`src/design/cpuConsts.svh`:
```
// CPU constants: word and memory sizes plus the MIPS opcode and function code encodings
`ifndef CPU_CONSTS_SVH
`define CPU_CONSTS_SVH

// ==================================================
// Sizes
// ==================================================
`define DATA_W     32
`define REG_CNT    32
`define MEM_DEPTH  256
`define MEM_AW     8              // Word address bits for MEM_DEPTH

// ==================================================
// Opcodes
// ==================================================
`define ALU        6'h00          // R-type, function code selects the operation
`define J          6'h02
`define BEQ        6'h04
`define BNE        6'h05
`define ADDI       6'h08
`define ADDIU      6'h09
`define SLTI       6'h0A
`define SLTIU      6'h0B
`define ANDI       6'h0C
`define ORI        6'h0D
`define XORI       6'h0E
`define LUI        6'h0F
`define LW         6'h23
`define SW         6'h2B

// ==================================================
// Function codes
// ==================================================
`define SLL        6'h00
`define SRL        6'h02
`define SRA        6'h03
`define BREAK      6'h0D          // Halts the core
`define ADD        6'h20
`define ADDU       6'h21
`define SUB        6'h22
`define SUBU       6'h23
`define AND        6'h24
`define OR         6'h25
`define XOR        6'h26
`define NOR        6'h27
`define SLT        6'h2A
`define SLTU       6'h2B

`endif

```
`src/design/isaPkg.sv`:
```
// ISA types: instruction fields, decoder control word, ALU operations and register trace
`include "cpuConsts.svh"

package isaPkg;

    typedef logic [`DATA_W-1:0] word_t;
    typedef logic [5:0]         opCode_t;
    typedef logic [5:0]         funcCode_t;
    typedef logic [4:0]         regIdx_t;
    typedef logic [4:0]         shamt_t;

    typedef enum logic [3:0] {
        aluAdd, aluSub, aluAnd, aluOr, aluXor, aluNor,
        aluSlt, aluSltu, aluSll, aluSrl, aluSra, aluPassB
    } aluFunc_t;

    typedef struct packed {
        logic     regDst;         // Write rd instead of rt
        aluFunc_t aluFunc;
        logic     aluSrc;         // Immediate as operand B
        logic     unsgnSel;       // Zero-extend the immediate
        logic     shiftSel;       // Immediate moved to upper half
        logic     memRead;
        logic     memToReg;
        logic     memWrite;
        logic     regWrite;
        logic     branch;
        logic     branchNe;
        logic     jump;
        logic     halt;
    } ctrl_t;

    typedef struct packed {
        regIdx_t idx;
        word_t   data;
    } regTrace_t;

endpackage

```
`src/design/memPkg.sv`:
```
// Memory bus types: word address, request and read response
`include "cpuConsts.svh"

package memPkg;

    typedef logic [`MEM_AW-1:0] memAddr_t;

    // One request per strobe, write flag picks the direction
    typedef struct packed {
        memAddr_t      addr;
        isaPkg::word_t wdata;
        logic          write;
    } memReq_t;

    typedef struct packed {
        isaPkg::word_t rdata;
    } memResp_t;

endpackage

```
`src/design/aluUnit.sv`:
```
// Combinational ALU for add, subtract, logic, compares and shifts
`timescale 1ns/100ps

module aluUnit (
    input  isaPkg::word_t    a,
    input  isaPkg::word_t    b,
    input  isaPkg::shamt_t   shamt,
    input  isaPkg::aluFunc_t func,
    output isaPkg::word_t    result,
    output logic             zero
);
    import isaPkg::*;

    always_comb
    begin
        case (func)
            aluAdd:   result = a + b;
            aluSub:   result = a - b;
            aluAnd:   result = a & b;
            aluOr:    result = a | b;
            aluXor:   result = a ^ b;
            aluNor:   result = ~(a | b);
            aluSlt:   result = word_t'($signed(a) < $signed(b));
            aluSltu:  result = word_t'(a < b);
            aluSll:   result = b << shamt;
            aluSrl:   result = b >> shamt;
            aluSra:   result = $signed(b) >>> shamt;   // Sign bit fills from the left
            aluPassB: result = b;
            default:  result = '0;
        endcase
    end

    assign zero = (result == '0);                      // BEQ and BNE condition

endmodule

```
`src/design/coreCtrl.sv`:
```
// Multi-cycle core FSM with PC, instruction register, branches and memory access
`timescale 1ns/100ps
`include "cpuConsts.svh"

module coreCtrl (
    input  logic              clk,
    input  logic              arstN,
    input  logic              start,
    input  memPkg::memResp_t  coreResp,
    input  logic              coreRespValid,
    output logic              coreStrobe,
    output memPkg::memReq_t   coreReq,
    output logic              traceValid,
    output isaPkg::regTrace_t trace,
    output logic              halted
);
    import isaPkg::*;
    import memPkg::*;

    typedef enum logic [2:0] {idle, fetch, fetchWait, execute, loadWait, halt} state_t;

    state_t   state;
    word_t    pc, ir, pcPlus4, immSext, immExt, aluB, aluResult;
    word_t    rdDataA, rdDataB, wrData, nextPc, brTarget, jTarget;
    ctrl_t    ctrl;
    regIdx_t  rs, rt, rd, wrIdx;
    logic     aluZero, takeBr, regWrEn;
    memAddr_t fetchAddr, dataAddr;

    assign rs = ir[25:21];
    assign rt = ir[20:16];
    assign rd = ir[15:11];

    decoder decoder_i (.opCode(ir[31:26]), .funcCode(ir[5:0]), .ctrl(ctrl));

    regFile regFile_i (
        .clk(clk), .arstN(arstN),
        .rdIdxA(rs), .rdIdxB(rt),
        .wrEn(regWrEn), .wrIdx(wrIdx), .wrData(wrData),
        .rdDataA(rdDataA), .rdDataB(rdDataB)
    );

    aluUnit aluUnit_i (
        .a(rdDataA), .b(aluB), .shamt(ir[10:6]), .func(ctrl.aluFunc),
        .result(aluResult), .zero(aluZero)
    );

    // ==================================================
    // Execute datapath
    // ==================================================
    assign immSext = {{16{ir[15]}}, ir[15:0]};
    assign immExt  = ctrl.shiftSel ? {ir[15:0], 16'h0000}
                   : ctrl.unsgnSel ? {16'h0000, ir[15:0]} : immSext;
    assign aluB    = ctrl.aluSrc ? immExt : rdDataB;

    assign pcPlus4  = pc + 32'd4;
    assign brTarget = pcPlus4 + {immSext[29:0], 2'b00};
    assign jTarget  = {pcPlus4[31:28], ir[25:0], 2'b00};
    assign takeBr   = ctrl.branch && (ctrl.branchNe ? !aluZero : aluZero);
    assign nextPc   = ctrl.jump ? jTarget : (takeBr ? brTarget : pcPlus4);

    assign fetchAddr = pc[`MEM_AW+1:2];               // Byte address to word address
    assign dataAddr  = aluResult[`MEM_AW+1:2];

    assign coreStrobe    = (state == fetch)
                         || ((state == execute) && (ctrl.memRead || ctrl.memWrite));
    assign coreReq.addr  = (state == fetch) ? fetchAddr : dataAddr;
    assign coreReq.wdata = rdDataB;
    assign coreReq.write = (state == execute) && ctrl.memWrite;

    // LW writes back on the response, everything else in execute
    assign wrIdx   = ctrl.regDst ? rd : rt;
    assign wrData  = ctrl.memToReg ? coreResp.rdata : aluResult;
    assign regWrEn = ((state == execute) && ctrl.regWrite && !ctrl.memToReg)
                   || ((state == loadWait) && coreRespValid);

    assign traceValid = regWrEn && (wrIdx != '0);
    assign trace.idx  = wrIdx;
    assign trace.data = wrData;
    assign halted     = (state == halt);

    // ==================================================
    // Control FSM
    // ==================================================
    always_ff @(posedge clk or negedge arstN)
    begin
        if (!arstN)
        begin
            state <= idle;
            pc    <= '0;
            ir    <= '0;
        end
        else
        begin
            case (state)
                idle, halt:
                    if (start)
                    begin
                        pc    <= '0;
                        state <= fetch;
                    end
                fetch: state <= fetchWait;
                fetchWait:
                    if (coreRespValid)
                    begin
                        ir    <= coreResp.rdata;
                        state <= execute;
                    end
                execute:
                begin
                    pc <= nextPc;
                    if (ctrl.halt)
                        state <= halt;
                    else if (ctrl.memRead)
                        state <= loadWait;
                    else
                        state <= fetch;              // SW does not wait
                end
                loadWait:
                    if (coreRespValid)
                        state <= fetch;
                default: state <= idle;
            endcase
        end
    end

endmodule

```
`src/design/decoder.sv`:
```
// Control unit decoding opcode and function code into the packed control word
`timescale 1ns/100ps
`include "cpuConsts.svh"

module decoder (
    input  isaPkg::opCode_t   opCode,
    input  isaPkg::funcCode_t funcCode,
    output isaPkg::ctrl_t     ctrl
);
    import isaPkg::*;

    always_comb
    begin
        ctrl.regDst   = 1'b0;
        ctrl.aluFunc  = aluAdd;
        ctrl.aluSrc   = 1'b0;
        ctrl.unsgnSel = 1'b0;
        ctrl.shiftSel = 1'b0;
        ctrl.memRead  = 1'b0;
        ctrl.memToReg = 1'b0;
        ctrl.memWrite = 1'b0;
        ctrl.regWrite = 1'b0;
        ctrl.branch   = 1'b0;
        ctrl.branchNe = 1'b0;
        ctrl.jump     = 1'b0;
        ctrl.halt     = 1'b0;

        case (opCode)
            `ALU:
            begin
                case (funcCode)
                    `ADD, `ADDU: ctrl.aluFunc = aluAdd;   // No overflow trap
                    `SUB, `SUBU: ctrl.aluFunc = aluSub;
                    `AND:        ctrl.aluFunc = aluAnd;
                    `OR:         ctrl.aluFunc = aluOr;
                    `XOR:        ctrl.aluFunc = aluXor;
                    `NOR:        ctrl.aluFunc = aluNor;
                    `SLT:        ctrl.aluFunc = aluSlt;
                    `SLTU:       ctrl.aluFunc = aluSltu;
                    `SLL:        ctrl.aluFunc = aluSll;
                    `SRL:        ctrl.aluFunc = aluSrl;
                    `SRA:        ctrl.aluFunc = aluSra;
                    default:;
                endcase

                case (funcCode)
                    `ADD, `ADDU, `SUB, `SUBU, `AND, `OR, `XOR,
                    `NOR, `SLT, `SLTU, `SLL, `SRL, `SRA:
                    begin
                        ctrl.regDst   = 1'b1;
                        ctrl.regWrite = 1'b1;
                    end
                    `BREAK: ctrl.halt = 1'b1;
                    default:;                              // Unknown function is a no-op
                endcase
            end

            `ADDI, `ADDIU:
            begin
                ctrl.aluSrc   = 1'b1;
                ctrl.regWrite = 1'b1;
            end

            `SLTI, `SLTIU:
            begin
                ctrl.aluFunc  = (opCode == `SLTI) ? aluSlt : aluSltu;
                ctrl.unsgnSel = (opCode == `SLTIU);
                ctrl.aluSrc   = 1'b1;
                ctrl.regWrite = 1'b1;
            end

            `ANDI, `ORI, `XORI:
            begin
                case (opCode)
                    `ANDI:   ctrl.aluFunc = aluAnd;
                    `ORI:    ctrl.aluFunc = aluOr;
                    default: ctrl.aluFunc = aluXor;
                endcase
                ctrl.unsgnSel = 1'b1;
                ctrl.aluSrc   = 1'b1;
                ctrl.regWrite = 1'b1;
            end

            `LUI:
            begin
                ctrl.aluFunc  = aluPassB;
                ctrl.aluSrc   = 1'b1;
                ctrl.shiftSel = 1'b1;
                ctrl.regWrite = 1'b1;
            end

            `LW:
            begin
                ctrl.aluSrc   = 1'b1;
                ctrl.memRead  = 1'b1;
                ctrl.memToReg = 1'b1;
                ctrl.regWrite = 1'b1;
            end

            `SW:
            begin
                ctrl.aluSrc   = 1'b1;
                ctrl.memWrite = 1'b1;
            end

            `BEQ, `BNE:
            begin
                ctrl.aluFunc  = aluSub;                    // Zero flag decides
                ctrl.branch   = 1'b1;
                ctrl.branchNe = (opCode == `BNE);
            end

            `J: ctrl.jump = 1'b1;

            default:;
        endcase
    end

endmodule

```
`src/design/regFile.sv`:
```
// Register file with 32 entries, two combinational reads and one write, r0 reads zero
`timescale 1ns/100ps
`include "cpuConsts.svh"

module regFile (
    input  logic            clk,
    input  logic            arstN,
    input  isaPkg::regIdx_t rdIdxA,
    input  isaPkg::regIdx_t rdIdxB,
    input  logic            wrEn,
    input  isaPkg::regIdx_t wrIdx,
    input  isaPkg::word_t   wrData,
    output isaPkg::word_t   rdDataA,
    output isaPkg::word_t   rdDataB
);
    import isaPkg::*;

    word_t regs [`REG_CNT];

    always_ff @(posedge clk or negedge arstN)
    begin
        if (!arstN)
        begin
            for (int i = 0; i < `REG_CNT; i++)
                regs[i] <= '0;
        end
        else if (wrEn && (wrIdx != '0))               // r0 is never written
            regs[wrIdx] <= wrData;
    end

    assign rdDataA = (rdIdxA == '0) ? '0 : regs[rdIdxA];
    assign rdDataB = (rdIdxB == '0) ? '0 : regs[rdIdxB];

endmodule

```
`config.mk`:
```
export PLATFORM = sky130hd
export DESIGN_NAME = coreCtrl
export DESIGN_NICKNAME = d
export VERILOG_FILES = /design/src/design/isaPkg.sv /design/src/design/memPkg.sv /design/src/design/aluUnit.sv /design/src/design/coreCtrl.sv /design/src/design/decoder.sv /design/src/design/regFile.sv
export VERILOG_INCLUDE_DIRS = /design/src /design/src/design
export SDC_FILE = /design/constraint.sdc
export NUM_CORES = 2
export LEC_CHECK = 0
export BUFFER_PORTS_ARGS = -buffer_cell sky130_fd_sc_hd__buf_2
export CAP_MARGIN = 10
export CORE_ASPECT_RATIO = 1.25
export CORE_MARGIN = 2
export CORE_UTILIZATION = 45
export CTS_BUF_LIST = sky130_fd_sc_hd__clkbuf_4 sky130_fd_sc_hd__clkbuf_8 sky130_fd_sc_hd__clkbuf_16
export DETAILED_ROUTE_END_ITERATION = 6
export PLACE_DENSITY = 0.7
export REMOVE_ABC_BUFFERS = 1
export SLEW_MARGIN = 20
export SYNTH_ARGS = -nofsm -noshare
export SYNTH_HDL_FRONTEND = slang
export SYNTH_SLANG_ARGS = --single-unit
```
`constraint.sdc`:
```
create_clock -name clk -period 14 [get_ports clk]
set_input_delay 0 -clock clk [delete_from_list [all_inputs] [get_ports clk]]
set_output_delay 0 -clock clk [all_outputs]
set_load 0.01 [all_outputs]
```
# Word-level counts from Yosys, hierarchy flattened
# Index checks and enable logic that the tools add are counted.
[op_classes]
bitwise = 7
n_eq_ne = 45
shifts = 3
order_cmp = 6
addsub = 4
n_mux = 45
reduce_logical = 33
[op_table]
columns = ["cell", "count"]
rows = [
  ["$bwmux 1024", 1],
  ["$mux 32", 14],
  ["$pmux 32 s12", 1],
  ["$bmux 32 s5", 2],
  ["$demux 32 s5", 1],
  ["$eq 6x6->1 const B", 12],
  ["$add 32x32->32", 2],
  ["$lt 32x32->1", 2],
  ["$pmux 32 s2", 1],
  ["$eq 6x4->1 const B", 9],
  ["$pmux 4 s10", 1],
  ["$add 32x3->32 const B", 1],
  ["$and 32x32->32", 1],
  ["$logic_not 32->1", 1],
  ["$not 32->32", 1],
  ["$or 32x32->32", 1],
  ["$shl 32x5->32", 1],
  ["$shr 32x5->32", 1],
  ["$sshr 32x5->32", 1],
  ["$sub 32x32->32", 1],
  ["$xor 32x32->32", 1],
  ["$pmux 4 s5", 1],
  ["$eq 6x2->1 const B", 3],
  ["$ge 6x6->1 const B", 3],
  ["35 further kinds", 80],
]
[totals]
input_bits = 36
regBits = 1091
output_inout_bits = 81
wordCells = 178

# Longest topological paths before layout
[depth]
ltp_word = 16
mapped_depth = 30
mapped_depth_nobuf = 25

# Hierarchy
# From an unflattened synthesis, not the netlist that was laid out.
[unflattened]
cells_unflattened = 5689
area_unflattened_um2 = 68783.5
[by_module_without_submodules]
columns = ["module", "n_inst", "cells_each", "area_each_um2", "seq_area_each_um2"]
rows = [
  ["regFile", 1, 3667, 54394.7, 25624.6],
  ["aluUnit", 1, 1589, 10684.0, 0.0],
  ["coreCtrl", 1, 369, 3324.4, 1076.0],
  ["decoder", 1, 64, 380.4, 0.0],
]

# Worst setup path before layout
# No wires, ideal clock.
[synth_path]
path_kind = "reg-to-reg"
from = "register ir[21]"
to = "register pc[9]"
setup_time_ps = 94
path_stages_with_launch = 29
n_path_buf = 4
required_ps = 13906
arrival_ps = 7587
period_less_slack_ps = 7681
slack_ps = 6319
path_cell_list = "dfrtp_1 clkbuf_1 clkbuf_1 buf_1 buf_1 mux4_2 mux4_2 nand2_1 a21o_1 ha_1 inv_1 fa_1 nand2b_1 a21oi_1 o21ai_0 a211oi_1 a211oi_1 o21bai_1 a21oi_1 o21ai_0 o21ba_2 a211o_1 or4b_1 or4_1 nor2_1 nand2_1 mux2i_4 mux2_1 a221oi_2"
[synth_between]
elab_chain_cells = 15
elab_cells_between_ends = 22
cone_classes = "add/sub (2); order compare (2); mux (9); bitwise (5); reduce/logical (4)"
[synth_lines]
columns = ["item", "line_no", "text"]
rows = [
  ["start, declared", "coreCtrl.sv:23", "word_t pc, ir, pcPlus4, immSext, immExt, aluB, aluResult;"],
  ["start signal, assigned", "coreCtrl.sv:106", "ir <= coreResp.rdata;"],
  ["$not 5->6 (not written as such)", "regFile.sv:31", "assign rdDataA = (rdIdxA == '0) ? '0 : regs[rdIdxA];"],
  ["$bmux 32 s5", "regFile.sv:31", ""],
  ["$mux 32 (not written as such) (2 in a row)", "regFile.sv:31", ""],
  ["$mux 32 *", "regFile.sv:31", ""],
  ["parallel branches: the longest is 2 deep, another holds $sub 32x32->32", "-", ""],
  ["$pmux 32 s12 *", "aluUnit.sv:16", "case (func)"],
  ["$logic_not 32->1 *", "aluUnit.sv:33", "assign zero = (result == '0);"],
  ["$logic_not 1->1", "coreCtrl.sv:59", "assign takeBr = ctrl.branch && (ctrl.branchNe ? !aluZero : aluZero);"],
  ["$mux 1 *", "coreCtrl.sv:59", ""],
  ["$logic_and 1x1->1 *", "coreCtrl.sv:59", ""],
  ["$mux 32 * (2 in a row)", "coreCtrl.sv:60", "assign nextPc = ctrl.jump ? jTarget : (takeBr ? brTarget : pcPlus4);"],
  ["$pmux 32 s2 *", "coreCtrl.sv:95", "case (state)"],
  ["end signal, assigned", "coreCtrl.sv:111", "pc <= nextPc;"],
  ["end, declared", "coreCtrl.sv:23", ""],
]
# Every way passes the cells marked *. The select of a mux whose other input is x is not followed.
# A chain may end at the register's enable or synchronous reset.

# Final worst setup path
[layout_path]
from = "register ir[18]"
to = "register pc[9]"
[layout_between]
elab_chain_cells = 16
elab_cells_between_ends = 26
cone_classes = "add/sub (2); order compare (2); shift (3); mux (10); bitwise (5); reduce/logical (4)"
[layout_lines]
columns = ["item", "line_no", "text"]
rows = [
  ["$not 5->6 (not written as such)", "regFile.sv:32", "assign rdDataB = (rdIdxB == '0) ? '0 : regs[rdIdxB];"],
  ["$bmux 32 s5", "regFile.sv:32", ""],
  ["$mux 32 (not written as such) (2 in a row)", "regFile.sv:32", ""],
  ["$mux 32 *", "regFile.sv:32", ""],
  ["$mux 32 *", "coreCtrl.sv:54", "assign aluB = ctrl.aluSrc ? immExt : rdDataB;"],
  ["parallel branches: the longest is 2 deep, another holds $sub 32x32->32", "-", ""],
  ["$pmux 32 s12 *", "aluUnit.sv:16", ""],
  ["$logic_not 32->1 *", "aluUnit.sv:33", ""],
  ["$logic_not 1->1", "coreCtrl.sv:59", ""],
  ["$mux 1 *", "coreCtrl.sv:59", ""],
  ["$logic_and 1x1->1 *", "coreCtrl.sv:59", ""],
  ["$mux 32 * (2 in a row)", "coreCtrl.sv:60", ""],
  ["$pmux 32 s2 *", "coreCtrl.sv:95", ""],
]
# Marks and branches as above.

==> qor.yml <==
run_status: "finished with violations"
violations: "DRC"
port_buffers: 116
io_pins: 117
crit_required_ns: 14.66
cts.sinks: 1067
worstPathArrival_ns: 11.62
cp-start-kind: "flop"
synth_area_um2: 67100
rsz0062_at_grt: "false"
design_area_um2: 73800
htreeDepth: 3
p_int_uw: 8960
wl_um: 297000
power_per_cell_area_nw_per_um2: 258
p_leak_uw: 0.0318
hold_ws_ns: 0.0415
grt_overflow: 0
drc_errors: 3
cts_buffers: 106
slew_viol_final: 0
die_w_um: 349
cts_tree: "built"
pwr-share-clk: 0.162
insertion_delay_ns: 0.77
grt_max_degree: 202
hold-path-cell-count: 3
swShare: 0.530
netSwitchingPower_uw: 10100
power_frac_comb: 0.610
nFillCells: 13210
core-area_um2: 148000
setup_viol: 0
synth_edf_count: 0
fin_crit_sh: 0.782
grt_pass1_wl_um: 423000
rr_worst_depth: 24
cts.path.max_buffers: 3
min_period_ns: 10.95
final_layout_size_suffix_gt1_frac: 0.235
ant_nets: 0
seqPwrFrac: 0.228
path_class: "reg -> reg"
synth_ff_type: "dfrtp_1"
seq_area_um2: 26700
place_congestion: 1.06
nets: 6443
dpl.hpwl_um: 197000
ctsRootBufferMaster: "clkbuf_16"
worstSetupEndpointType: "flop"
yosys_warnings: 0
cp_max_fo: 43
dr.pass1.iters: 7
worst_slew_pin_slew_ns: 1.24
place_area_um2: 69500
dieArea_um2: 152000
syn_to_final_growth_pct: 10.0
ys_ff_latch: 1067
wl_per_cell_um: 35.7
async_flop_share: 1.00
ys_seq_area_frac: 0.398
hold_class: "in -> reg"
reg2reg_setup_slack_ns: 3.05
netlist_instances: 6480
start_util: 0.453
vias: 58406
syn_avg_cell_area_um2: 10.4
grt_pass1_vias: 57585
fin_setup_tns_ns: 0
relSlewSlack: 0.165
die_h_um: 436
synth_cell_types: 108
multi_input_area_um2: 37700
max_freq_mhz: 91.3
num_rows: 158
cts_resized: 0
drv_cap: 0
finalHoldViolations: 0
path_clk_slew_ns: 0.07
antenna_found_initial: 14
drt_iter0_drc: 7821
vias_per_cell: 7.03
grt_usage: 0.388
vdd_drop_max_uv: 236
fin_worst_skew_ns: 0.0413
-- worst max-delay path: stages, from the launching register on --
cell	delay, ns
dfrtp_4	0.76
buf_4	0.65
buf_4	0.69
mux4_2	0.42
a22o_1	0.25
a2111oi_1	0.83
o31a_1	0.81
ha_1	0.42
o21ba_2	0.24
nor4_1	0.26
o21a_1	0.27
o21ai_0	0.35
a21oi_1	0.44
o21ai_0	0.22
a211oi_1	0.44
o21a_1	0.22
mux2_2	0.33
a211oi_1	0.36
nor4bb_1	0.32
or4b_1	0.57
nor2_1	0.55
nand2_1	0.22
mux2i_4	0.49
mux2_1	0.39
a221oi_2	0.24
-- placed cells by master, fill, tap and decap left out, drive strengths merged, types with 30 or more instances in the layout --
| master | synthesis | routed |
|---|---|---|
| a211oi | 43 | 43 |
| a21o | 59 | 59 |
| a21oi | 159 | 159 |
| a221oi | 47 | 47 |
| a22o | 49 | 49 |
| a22oi | 56 | 56 |
| a32oi | 31 | 31 |
| and3 | 35 | 35 |
| buf | 99 | 321 |
| clkbuf | 554 | 148 |
| dfrtp | 1067 | 1067 |
| dlygate4sd3 | 0 | 37 |
| ha | 111 | 111 |
| inv | 145 | 152 |
| mux2 | 277 | 277 |
| mux2i | 198 | 198 |
| mux4 | 506 | 506 |
| nand2 | 1084 | 1084 |
| nand2b | 58 | 58 |
| nand3 | 64 | 64 |
| nand4 | 34 | 34 |
| nor2 | 218 | 218 |
| nor3 | 73 | 73 |
| nor4 | 30 | 30 |
| o211ai | 38 | 38 |
| o21ai | 865 | 865 |
| o22ai | 64 | 64 |
| o31ai | 86 | 86 |
-- worst paths after layout --
check / start / end
min in group asynchronous: arstN / regFile_i.regs[357]
max reg2reg: ir[18] / pc[9]
min reg2reg: regFile_i.regs[1021] / regFile_i.regs[1021]
max: ir[18] / pc[9]
min: coreResp[4] / ir[4]
max in group asynchronous: arstN / ir[21]
-- layer usage --
metal  up-vias  part of all wire  track usage
met1     29553              0.35        0.472
met4        10             0.096        0.304
li1      23742                 -            -
met5         -           0.00024            0
met2      3917              0.45        0.585
met3      1184              0.11        0.101
-- final cells by class --
| cell class | instances | area share |
|---|---|---|
| Antenna cell | 7 | 0.000237 |
| Clock buffer | 148 | 0.0427 |
| Clock inverter | 49 | 0.00820 |
| Inverter | 145 | 0.00737 |
| Multi-Input combinational cell | 4615 | 0.510 |
| Sequential cell | 1067 | 0.362 |
| Tap cell | 1920 | 0.0325 |
| Timing Repair Buffer | 358 | 0.0365 |
-- through the flow --
step	total power (uW)	cells	worst slack [ns]	utilization
final	19100	8309	3.05	0.498
after global routing	19600	8304	2.99	0.498
after CTS	18600	8298	3.28	0.497
after detailed placement	15500	8063	3.33	0.469
after global placement	15400	8060	3.14	0.468
after floorplan	10700	5827	-5.44	-
-- cells in the mapped netlist, types with 16 or more instances --
cell type	instances	area (um2)
o21bai_1	17	128
buf_1	44	165
a211oi_1	43	323
a22oi_1	54	405
mux2i_1	195	1950
a21oi_1	158	791
o21a_1	16	120
nand3_1	63	315
inv_1	133	499
o211ai_1	38	285
buf_6	19	214
o221ai_1	29	254
nor2_1	218	818
nand2_1	1084	4070
o22a_1	27	236
and3_1	35	219
ha_1	111	1390
mux4_2	506	11400
nor4_1	27	169
o31ai_1	86	646
a22o_1	49	429
nor3_1	72	360
or3_1	16	100
a31oi_1	23	144
xnor2_1	18	158
o2111ai_1	23	201
mux2_2	270	3040
a21o_1	59	443
nand2b_1	58	363
clkbuf_1	554	2080
o21ai_0	847	4240
a222oi_1	18	180
o22ai_1	64	400
a221oi_1	45	394
nand4_1	32	200
buf_2	23	115
dfrtp_1	1067	26700
a32oi_1	23	201
-- registers in the layout (all words and copies together), names as in the netlist --
signal	cells
state	3
ir	32
regFile_i.regs	1024
pc	8
-- power by group through the flow --
stage	sequential, uW	clock, uW	combinational (uW)
after detailed placement	4370	0	11100
final	4350	3080	11600
after global placement	4330	0	11100
after global routing	4410	3220	12000
after CTS	4320	3090	11200
after floorplan	4710	0	6030
-- what timing repair did --
item	4_1_cts	5_1_grt
hold buffers	38	0
setup endpoints to repair	0	0
hold endpoints to repair	550	0
setup buffers	0	0
-- cells by family (layout without fill, tap and decap cells) --
group | after synthesis | in the layout | synth area share
buffers and inverters | 798 | 700 | 0.0485
DFF | 1067 | 1067 | 0.398
xor gates and xnor gates | 23 | 23 | 0.00300
AOI/OAI and AO/OA | 1796 | 1796 | 0.173
adders and majority gates | 114 | 114 | 0.0216
and+or+nand+nor | 1701 | 1701 | 0.110
other | 0 | 7 | 0
muxes | 981 | 981 | 0.246
Note: power is estimated with default switching activity, not from simulation.
